### src/verilog/uc_config.svh
`ifndef UC_CONFIG_SVH
`define UC_CONFIG_SVH

// instruction and flag word
`define UC_WORD_WIDTH    16

// register file index, eight registers
`define UC_REG_IDX_WIDTH 3

// ALU operation code
`define UC_ALU_OP_WIDTH  4

// mod field value for a register operand
`define UC_MOD_REG       2'b11

`endif

### src/verilog/uc_pkg.sv
`default_nettype none

`include "uc_config.svh"

package uc_pkg;

    //////////////////////////////////////////////////
    // control steps
    typedef enum logic [7:0] {
        reset         = 8'h00,
        fetch0        = 8'h10,  // pc to address register
        fetch1        = 8'h11,
        fetch2        = 8'h12,  // ram word into ri
        decode        = 8'h20,
        addr_sum0     = 8'h30,  // [By+Xz]
        addr_sum1     = 8'h31,
        addr_sum2     = 8'h32,
        addr_reg      = 8'h34,  // [rm]
        load_src_reg  = 8'h40,
        load_src_mem0 = 8'h44,
        load_src_mem1 = 8'h45,
        load_src_mem2 = 8'h46,
        load_dst_reg  = 8'h50,
        load_dst_mem0 = 8'h54,
        load_dst_mem1 = 8'h55,
        load_dst_mem2 = 8'h56,
        exec_1op      = 8'h60,
        exec_2op      = 8'h64,
        store_reg     = 8'h70,
        store_mem0    = 8'h74,
        store_mem1    = 8'h75,
        inc_cp0       = 8'h80,
        inc_cp1       = 8'h81   // last step of every instruction
    } state_t;

    typedef enum logic [`UC_ALU_OP_WIDTH-1:0] {
        ADC, SBB1, SBB2, NOT, AND, OR, XOR, SHL, SHR, SAR
    } alu_op_t;

    typedef enum logic [`UC_REG_IDX_WIDTH-1:0] {
        RA, RB, RC, IS, XA, XB, BA, BB
    } reg_idx_t;

    // what the register file address is taken from
    typedef enum logic [2:0] {
        none, base, index, indirect, src, dst
    } addr_step_t;

    //////////////////////////////////////////////////
    // bundles
    typedef struct packed {
        logic [6:0] cop;   // bits 15..9
        logic       d;
        logic [1:0] mode;
        logic [2:0] rg;
        logic [2:0] rm;
    } instr_t;

    typedef struct packed {
        state_t src_step;
        state_t dst_step;
        state_t exec_step;
        state_t store_step;
        logic   dir;        // latched d bit
    } op_plan_t;

    typedef struct packed {
        logic    oe;
        logic    carry;
        alu_op_t opcode;
    } alu_ctrl_t;

    typedef struct packed {
        logic regs_oe;
        logic regs_we;
        logic ram_oe;
        logic ram_we;
        logic cp_oe;
        logic cp_we;
        logic ind_sel;  // flags input, 1 = alu flags
        logic ind_oe;
        logic ind_we;
        logic am_oe;
        logic am_we;
        logic t1_oe;
        logic t1_we;
        logic t2_oe;
        logic t2_we;
        logic ri_oe;
        logic ri_we;
    } bus_ctrl_t;

endpackage

`default_nettype wire

### src/verilog/instr_decoder.sv
`timescale 1ns/1ps
`default_nettype none

`include "uc_config.svh"

module instr_decoder (
    input  logic             clk,
    input  logic             rst,
    input  uc_pkg::instr_t   ri,
    input  logic             decode_en,
    output uc_pkg::op_plan_t plan,
    output uc_pkg::state_t   entry_step
);
    import uc_pkg::*;

    logic     is_two_op;
    logic     is_one_op;
    logic     is_mov;
    logic     reg_mode;
    logic     is_reserved;
    logic     dir_next;
    logic     dst_in_reg;
    logic     src_in_reg;
    state_t   dst_load;
    op_plan_t plan_next;

    // instruction class
    assign is_two_op = ri.cop[5] && (ri.cop[2:0] != 3'b111);
    assign is_one_op = !ri.cop[5] && ri.cop[3] && (ri.cop[2:0] != 3'b111);
    assign is_mov    = !ri.cop[5] && !ri.cop[3] && (ri.cop[2:0] == 3'b000);  // push/pop excluded
    assign reg_mode  = (ri.mode == `UC_MOD_REG);

    // mod 01 and mod 10 are not supported
    assign is_reserved = !(is_two_op || is_one_op || is_mov)
                      || !(reg_mode || (ri.mode == 2'b00));

    assign dir_next   = is_one_op ? 1'b0 : ri.d;  // single operand always in rm
    assign dst_in_reg = reg_mode || dir_next;
    assign src_in_reg = reg_mode || !dir_next;
    assign dst_load   = dst_in_reg ? load_dst_reg : load_dst_mem0;

    always_comb begin
        plan_next.dir        = dir_next;
        plan_next.src_step   = src_in_reg ? load_src_reg : load_src_mem0;
        plan_next.dst_step   = dst_load;
        plan_next.exec_step  = exec_2op;
        plan_next.store_step = dst_in_reg ? store_reg : store_mem0;
        if (is_one_op) begin
            plan_next.src_step  = dst_load;  // no source operand, skip its load
            plan_next.exec_step = exec_1op;
        end else if (is_mov) begin
            plan_next.exec_step = exec_1op;
        end else if (!ri.cop[3]) begin
            plan_next.store_step = inc_cp0;  // CMP, TEST keep only the flags
        end
    end

    always_comb begin
        if (is_reserved) begin
            entry_step = reset;
        end else if (reg_mode) begin
            entry_step = plan_next.src_step;
        end else begin
            entry_step = ri.rm[0] ? addr_reg : addr_sum0;
        end
    end

    always_ff @(posedge clk) begin
        if (!rst) begin
            plan <= '0;
        end else if (decode_en) begin
            plan <= plan_next;
        end
    end

endmodule

`default_nettype wire

### src/verilog/exec_op_map.sv
`timescale 1ns/1ps
`default_nettype none

`include "uc_config.svh"

module exec_op_map (
    input  uc_pkg::instr_t          ri,
    input  logic [`UC_WORD_WIDTH-1:0] ind_flags,
    output uc_pkg::alu_ctrl_t       exec_alu,
    output logic                    flag_update,
    output logic                    mov_pass
);
    import uc_pkg::*;

    logic carry_flag;

    assign carry_flag = ind_flags[0];

    always_comb begin
        exec_alu    = '{oe: 1'b1, carry: 1'b0, opcode: OR};
        flag_update = 1'b1;
        mov_pass    = 1'b0;
        if (ri.cop[5]) begin
            case (ri.cop[2:0])
                3'b000: exec_alu.opcode = ADC;   // ADD
                3'b001: begin                    // ADC
                    exec_alu.opcode = ADC;
                    exec_alu.carry  = carry_flag;
                end
                3'b010: exec_alu.opcode = SBB1;  // SUB, CMP
                3'b011: begin                    // SBB
                    exec_alu.opcode = SBB1;
                    exec_alu.carry  = carry_flag;
                end
                3'b100: exec_alu.opcode = AND;   // AND, TEST
                3'b110: exec_alu.opcode = XOR;
                default: ;                       // OR
            endcase
        end else if (ri.cop[3]) begin
            case (ri.cop[2:0])
                3'b000: begin                    // INC
                    exec_alu.opcode = ADC;
                    exec_alu.carry  = 1'b1;
                end
                3'b001: begin                    // DEC
                    exec_alu.opcode = SBB1;
                    exec_alu.carry  = 1'b1;
                end
                3'b010: exec_alu.opcode = SBB2;  // NEG, 0 - t1
                3'b011: exec_alu.opcode = NOT;
                3'b100: exec_alu.opcode = SHL;   // SHL/SAL
                3'b101: exec_alu.opcode = SHR;
                default: exec_alu.opcode = SAR;
            endcase
        end else begin
            mov_pass    = 1'b1;  // t2 alone through OR
            flag_update = 1'b0;
        end
    end

endmodule

`default_nettype wire

### src/verilog/reg_addr_sel.sv
`timescale 1ns/1ps
`default_nettype none

module reg_addr_sel (
    input  uc_pkg::addr_step_t addr_step,
    input  logic               dir,
    input  uc_pkg::instr_t     ri,
    output uc_pkg::reg_idx_t   regs_addr
);
    import uc_pkg::*;

    reg_idx_t rg_idx;
    reg_idx_t rm_idx;

    assign rg_idx = reg_idx_t'(ri.rg);
    assign rm_idx = reg_idx_t'(ri.rm);

    always_comb begin
        case (addr_step)
            base:     regs_addr = ri.rm[1] ? BB : BA;
            index:    regs_addr = ri.rm[2] ? XB : XA;
            indirect: regs_addr = rm_idx;
            src:      regs_addr = dir ? rm_idx : rg_idx;
            dst:      regs_addr = dir ? rg_idx : rm_idx;
            default:  regs_addr = RA;  // nothing addressed
        endcase
    end

endmodule

`default_nettype wire

### src/verilog/uc_sequencer.sv
`timescale 1ns/1ps
`default_nettype none

module uc_sequencer (
    input  logic                clk,
    input  logic                rst,
    input  uc_pkg::op_plan_t    plan,
    input  uc_pkg::state_t      entry_step,
    input  uc_pkg::alu_ctrl_t   exec_alu,
    input  logic                flag_update,
    input  logic                mov_pass,
    output logic                decode_en,
    output uc_pkg::addr_step_t  addr_step,
    output uc_pkg::bus_ctrl_t   bus,
    output uc_pkg::alu_ctrl_t   alu,
    output uc_pkg::state_t      state
);
    import uc_pkg::*;

    localparam alu_ctrl_t alu_pass_t1 = '{oe: 1'b1, carry: 1'b0, opcode: OR};
    localparam alu_ctrl_t alu_sum     = '{oe: 1'b1, carry: 1'b0, opcode: ADC};
    localparam alu_ctrl_t alu_inc     = '{oe: 1'b1, carry: 1'b1, opcode: ADC};

    state_t state_next;

    always_ff @(posedge clk) begin
        if (!rst) begin
            state <= reset;
        end else begin
            state <= state_next;
        end
    end

    always_comb begin
        state_next = reset;
        decode_en  = 1'b0;
        addr_step  = none;
        bus        = '0;
        alu        = '0;
        case (state)
            reset: state_next = fetch0;

            //////////////////////////////////////////////////
            // fetch and decode
            fetch0: begin
                bus.cp_oe  = 1'b1;
                bus.am_we  = 1'b1;
                state_next = fetch1;
            end
            fetch1: begin
                bus.am_oe  = 1'b1;
                state_next = fetch2;
            end
            fetch2: begin
                bus.ram_oe = 1'b1;
                bus.ri_we  = 1'b1;
                state_next = decode;
            end
            decode: begin
                decode_en  = 1'b1;
                state_next = entry_step;  // reset for reserved codes
            end

            //////////////////////////////////////////////////
            // address and operands
            addr_sum0: begin
                addr_step   = base;
                bus.regs_oe = 1'b1;
                bus.t1_we   = 1'b1;
                state_next  = addr_sum1;
            end
            addr_sum1: begin
                addr_step   = index;
                bus.regs_oe = 1'b1;
                bus.t2_we   = 1'b1;
                state_next  = addr_sum2;
            end
            addr_sum2: begin
                bus.t1_oe  = 1'b1;
                bus.t2_oe  = 1'b1;
                alu        = alu_sum;
                bus.t2_we  = plan.dir;   // address next to the memory operand
                bus.t1_we  = !plan.dir;
                state_next = plan.src_step;
            end
            addr_reg: begin
                addr_step   = indirect;
                bus.regs_oe = 1'b1;
                bus.t2_we   = plan.dir;
                bus.t1_we   = !plan.dir;
                state_next  = plan.src_step;
            end
            load_src_reg: begin
                addr_step   = src;
                bus.regs_oe = 1'b1;
                bus.t2_we   = 1'b1;
                state_next  = plan.dst_step;
            end
            load_src_mem0: begin
                bus.t2_oe  = 1'b1;
                alu        = '{oe: 1'b1, carry: 1'b0, opcode: OR};  // t2 to am
                bus.am_we  = 1'b1;
                state_next = load_src_mem1;
            end
            load_src_mem1: begin
                bus.am_oe  = 1'b1;
                state_next = load_src_mem2;
            end
            load_src_mem2: begin
                bus.ram_oe = 1'b1;
                bus.t2_we  = 1'b1;
                state_next = plan.dst_step;
            end
            load_dst_reg: begin
                addr_step   = dst;
                bus.regs_oe = 1'b1;
                bus.t1_we   = 1'b1;
                state_next  = plan.exec_step;
            end
            load_dst_mem0: begin
                bus.t1_oe  = 1'b1;
                alu        = alu_pass_t1;
                bus.am_we  = 1'b1;
                state_next = load_dst_mem1;
            end
            load_dst_mem1: begin
                bus.am_oe  = 1'b1;
                state_next = load_dst_mem2;
            end
            load_dst_mem2: begin
                bus.ram_oe = 1'b1;
                bus.t1_we  = 1'b1;
                state_next = plan.exec_step;
            end

            //////////////////////////////////////////////////
            // execute, store, next pc
            exec_1op, exec_2op: begin
                alu         = exec_alu;
                bus.t1_oe   = !mov_pass;
                bus.t2_oe   = mov_pass || (state == exec_2op);
                bus.t1_we   = 1'b1;     // result back into t1
                bus.ind_sel = flag_update;
                bus.ind_we  = flag_update;
                state_next  = plan.store_step;
            end
            store_reg: begin
                addr_step   = dst;
                bus.t1_oe   = 1'b1;
                alu         = alu_pass_t1;
                bus.regs_we = 1'b1;
                state_next  = inc_cp0;
            end
            store_mem0: begin
                bus.t1_oe  = 1'b1;
                alu        = alu_pass_t1;
                bus.am_oe  = 1'b1;      // am still holds the operand address
                bus.ram_we = 1'b1;
                state_next = store_mem1;
            end
            store_mem1: state_next = inc_cp0;
            inc_cp0: begin
                bus.cp_oe  = 1'b1;
                bus.t1_we  = 1'b1;
                state_next = inc_cp1;
            end
            inc_cp1: begin
                bus.t1_oe  = 1'b1;
                alu        = alu_inc;
                bus.cp_we  = 1'b1;
                state_next = fetch0;
            end
            default: state_next = reset;
        endcase
    end

endmodule

`default_nettype wire

### src/verilog/uc_top.sv
`timescale 1ns/1ps
`default_nettype none

`include "uc_config.svh"

module uc_top (
    input  logic                      clk,
    input  logic                      rst,
    input  uc_pkg::instr_t            ri,
    input  logic [`UC_WORD_WIDTH-1:0] ind_flags,
    output uc_pkg::bus_ctrl_t         bus,
    output uc_pkg::alu_ctrl_t         alu,
    output uc_pkg::reg_idx_t          regs_addr,
    output uc_pkg::state_t            disp_state
);
    import uc_pkg::*;

    op_plan_t   plan;
    state_t     entry_step;
    logic       decode_en;
    alu_ctrl_t  exec_alu;
    logic       flag_update;
    logic       mov_pass;
    addr_step_t addr_step;

    instr_decoder instr_decoder_inst (
        .clk        (clk),
        .rst        (rst),
        .ri         (ri),
        .decode_en  (decode_en),
        .plan       (plan),
        .entry_step (entry_step)
    );

    exec_op_map exec_op_map_inst (
        .ri          (ri),
        .ind_flags   (ind_flags),
        .exec_alu    (exec_alu),
        .flag_update (flag_update),
        .mov_pass    (mov_pass)
    );

    reg_addr_sel reg_addr_sel_inst (
        .addr_step (addr_step),
        .dir       (plan.dir),
        .ri        (ri),
        .regs_addr (regs_addr)
    );

    uc_sequencer uc_sequencer_inst (
        .clk         (clk),
        .rst         (rst),
        .plan        (plan),
        .entry_step  (entry_step),
        .exec_alu    (exec_alu),
        .flag_update (flag_update),
        .mov_pass    (mov_pass),
        .decode_en   (decode_en),
        .addr_step   (addr_step),
        .bus         (bus),
        .alu         (alu),
        .state       (disp_state)
    );

endmodule

`default_nettype wire

### config.mk
export PLATFORM = sky130hd
export DESIGN_NAME = uc_top
export DESIGN_NICKNAME = d
export VERILOG_FILES = /design/src/verilog/uc_pkg.sv /design/src/verilog/instr_decoder.sv /design/src/verilog/exec_op_map.sv /design/src/verilog/reg_addr_sel.sv /design/src/verilog/uc_sequencer.sv /design/src/verilog/uc_top.sv
export VERILOG_INCLUDE_DIRS = /design/src /design/src/verilog
export SDC_FILE = /design/constraint.sdc
export NUM_CORES = 1
export LEC_CHECK = 0
export BUFFER_PORTS_ARGS = -buffer_cell sky130_fd_sc_hd__buf_2
export CORE_MARGIN = 2
export CORE_UTILIZATION = 35
export CTS_BUF_LIST = sky130_fd_sc_hd__clkbuf_8
export DETAILED_ROUTE_END_ITERATION = 6
export GPL_TIMING_DRIVEN = 0
export PLACE_DENSITY_LB_ADDON = 0.3
export SKIP_LAST_GASP = 1
export SLEW_MARGIN = 5
export SYNTH_ARGS = -nofsm -noshare
export SYNTH_HDL_FRONTEND = slang
export SYNTH_SLANG_ARGS = --single-unit
### constraint.sdc
create_clock -name clk -period 2.6 [get_ports clk]
set_input_delay 0.39 -clock clk [delete_from_list [all_inputs] [get_ports clk]]
set_output_delay 0.39 -clock clk [all_outputs]
set_load 0.01 [all_outputs]
==> run_results.csv <==
group,metric,value,unit
clock_network,clock_insertion_delay_worst_skew,0.25,ns
synthesis,flip_flop_and_latch_count_after_synthesis,16,
timing,finalSetupViolations,0,
synthesis,post-synth-top-area-fraction,20.4,%
global_route,groute.usage.overall,19.3,%
floorplan,floorplan.die.height,71.0,um
synthesis,synth.cells.most_frequent,"nor2_1, nand2_1, a21oi_1",
synthesis,synth.largest_area_cell,"dfxtp_1",
synthesis,synth-main-ff-cell,"dfxtp_1",
global_route,maximum_number_of_pins_on_one_net_before_global_route_repair,11,
flow_run,cap_viol_max_count,0,
floorplan,die-area,0.00504,mm^2
critical_path,timing.critical_path.arrival,2.07,ns
pwr,max-vdd-ir-drop,236,uV
pwr,static-leakage-power,0.000815,uW
floorplan,die_x,71.0,um
placed_design,buffer_ports.inserted,44,
floorplan,initial_utilization,36.3,%
clock_network,htreeDepth,1,
global_route,number_of_antenna_violations_at_the_first_check_in_global_routing,0,
synthesis,area_contributors_post_synth,"dfxtp_1, nor2_1, a21oi_1",
final_layout,drive_above_1_share,23.9,%
timing,worstMarginPinSlew,0.533,ns
final_layout,finish.net_count,321,
clock_network,cts_buffers,3,
routing,vias_per_cell,5.72,
synthesis,synth_enable_flop_cells,0,
timing,clock-skew-final,0.00219,ns
final_layout,insertedDiodeCount,0,
synthesis,ys_async_sr_fraction,0,%
synthesis,syn_inst,235,
timing,maxClockFrequency,407,MHz
pwr,power.combinational.fraction,25.2,%
floorplan,ioPinCount,68,
global_route,grt_pass1_vias,1619,
routing,drt-pass1-iter-count,4,
timing,slew_headroom,64.2,%
clock_network,clock-root-buffer,"clkbuf_8",
timing,finalWorstPathRequiredPeriod,2.46,ns
synthesis,post-synth-top-count-cell,"nor2_1",
timing,final_min_period_over_clock_period,94.5,%
global_route,grt_pass1_wl,7970,um
synthesis,syn_area_per_cell,6.68,um^2
pwr,seqPwrFrac,40.4,%
synthesis,ys_types,55,
pwr,switchingPower,187,uW
clock_network,hold_buffers,0,
pwr,cellInternalPower,438,uW
clock_network,clock_path_buffers,2,
clock_network,clk_transition_reported_paths,0.06,ns
synthesis,syn-cell-area,0.00157,mm^2
placed_design,hpwlAfterDp,3810,um
critical_path,type_of_element_launching_the_critical_path,"register",
timing,final_hold_viol_count,0,
clock_network,cts_tree,"yes",
critical_path,setup.worst_path.end_class,"output pin",
routing,routed_wire_length_per_instance,14.7,um
floorplan,floorplan.rows,24,
pwr,powerDensity,325,mW/mm^2
routing,antenna_left,0,
routing,drt_drc_violations_left,0,
clock_network,number_of_sinks_driven_by_the_clock_tree,16,
final_layout,flow.area_growth_from_synthesis,22.6,%
routing,drt_iter0_drc,194,
critical_path,worst_ep_required_time,2.21,ns
synthesis,sequential_cell_area_fraction_in_the_yosys_report,20.4,%
global_route,overflow,0,
placed_design,place.gp.congestion,0.930,
timing,worst_slack,0.143,ns
synthesis,yosys_warnings,0,
pwr,share_clk_of_total_power,34.4,%
pwr,switching_share,29.9,%
timing,count_of_pins_over_their_slew_limit,0,
routing,wl,4940,um
critical_path,critical_path_class,"register to output pin",
critical_path,worst-path-max-fanout,7,
floorplan,core_area,0.00432,mm^2
routing,vias,1927,
run_status,outcome,"finished, final reports clean",
placed_design,dp_worst_setup_slack,0.240,ns
worst_hold_path,timing.hold.worst.class,"input pin to register",
timing,grt_setup_unrepaired,"false",
timing,total_negative_slack_for_setup_checks,0,ns
[area by class of cell]
class | instances | area, um^2
Clock buffer | 4 | 55.1
Tap cell | 52 | 65.1
Buffer | 23 | 123
Sequential cell | 16 | 320
Multi-Input combinational cell | 192 | 1120
Timing Repair Buffer | 44 | 220
Fill cell | 462 | 2400
Inverter | 6 | 22.5
[kinds of logic (layout without fill, tap and decap cells)]
family	Yosys count	in the layout	synth area share, %
muxes	4	4	2.71
buffers and inverters	29	77	9.16
and+or+nand+nor	113	113	37.1
other	1	3	0.239
AOI/OAI and AO/OA	68	68	27.9
xor gates and xnor gates	3	3	1.67
adders and majority gates	1	1	0.797
DFF	16	16	20.4
[critical path: stages (launching register included)]
cell	delay, ns
dfxtp_1	0.44
or4b_4	0.49
buf_6	0.15
or3_4	0.37
nor2_1	0.14
buf_4	0.11
buf_2	0.11
[power by group through the flow]
stage / sequential (uW) / clock [uW] / combinational (uW)
floorplan: 260 / 0 / 99.2
global placement: 258 / 0 / 153
detailed placement: 258 / 0 / 154
CTS: 253 / 219 / 155
global route: 253 / 234 / 171
finish: 253 / 215 / 158
[final timing paths]
check	start	end	slack (ns)	depth (start not counted)
max	uc_sequencer_inst.state[6]$_SDFF_PN0_	bus[10]	0.14	6
min	ri[8]	instr_decoder_inst.plan[0]$_SDFFE_PN0P_	0.43	3
max reg2reg	uc_sequencer_inst.state[5]$_SDFF_PN0_	uc_sequencer_inst.state[2]$_SDFF_PN0_	0.74	5
min reg2reg	instr_decoder_inst.plan[3]$_SDFFE_PN0P_	instr_decoder_inst.plan[3]$_SDFFE_PN0P_	0.45	2
[through the flow]
| step | std cells | power [uW] | utilization, % | instance area [um^2] | hold WS (ns) |
|---|---|---|---|---|---|
| after floorplan | 237 | 359 | - | 1580 | 0.432 |
| after global placement | 333 | 411 | 43.1 | 1860 | 0.441 |
| after detailed placement | 333 | 412 | 43.1 | 1860 | 0.445 |
| after CTS | 337 | 627 | 44.5 | 1920 | 0.426 |
| after global routing | 337 | 658 | 44.5 | 1930 | 0.437 |
| final | 337 | 626 | 44.5 | 1930 | 0.432 |
[cell usage in the layout (no fill, tap or decap), types with 3 or more instances in the layout]
cell type	instances
buf_2	48
nor2_1	36
nand2_1	22
a21oi_1	19
dfxtp_1	16
o21ai_0	15
nand3_1	11
clkbuf_1	9
nor3_1	9
a31oi_1	7
nor4_1	6
nand2b_1	5
inv_1	5
a221oi_1	5
and3_1	4
o22ai_1	4
buf_4	4
clkbuf_8	4
buf_1	3
and2_1	3
conb_1	3
[state kept, by name, indices dropped and copies added (netlist names)]
signal and flops:
instr_decoder_inst.plan 9, uc_sequencer_inst.state 7
[per-layer routing]
metal / GRT usage (%) / wire length, um / part of all wire [%]
met5: 0 / 0 / 0
met4: 7.13 / 64 / 1.3
met3: 2.42 / 320 / 6.5
met2: 30.2 / 2320 / 47
met1: 27.3 / 2240 / 45
[timing repair]
action | CTS | global route
resized for setup | 1 | 2
setup buffers | 0 | 0
endpoints found under the setup margin | 1 | 1
(Power assumes the default switching activity.)
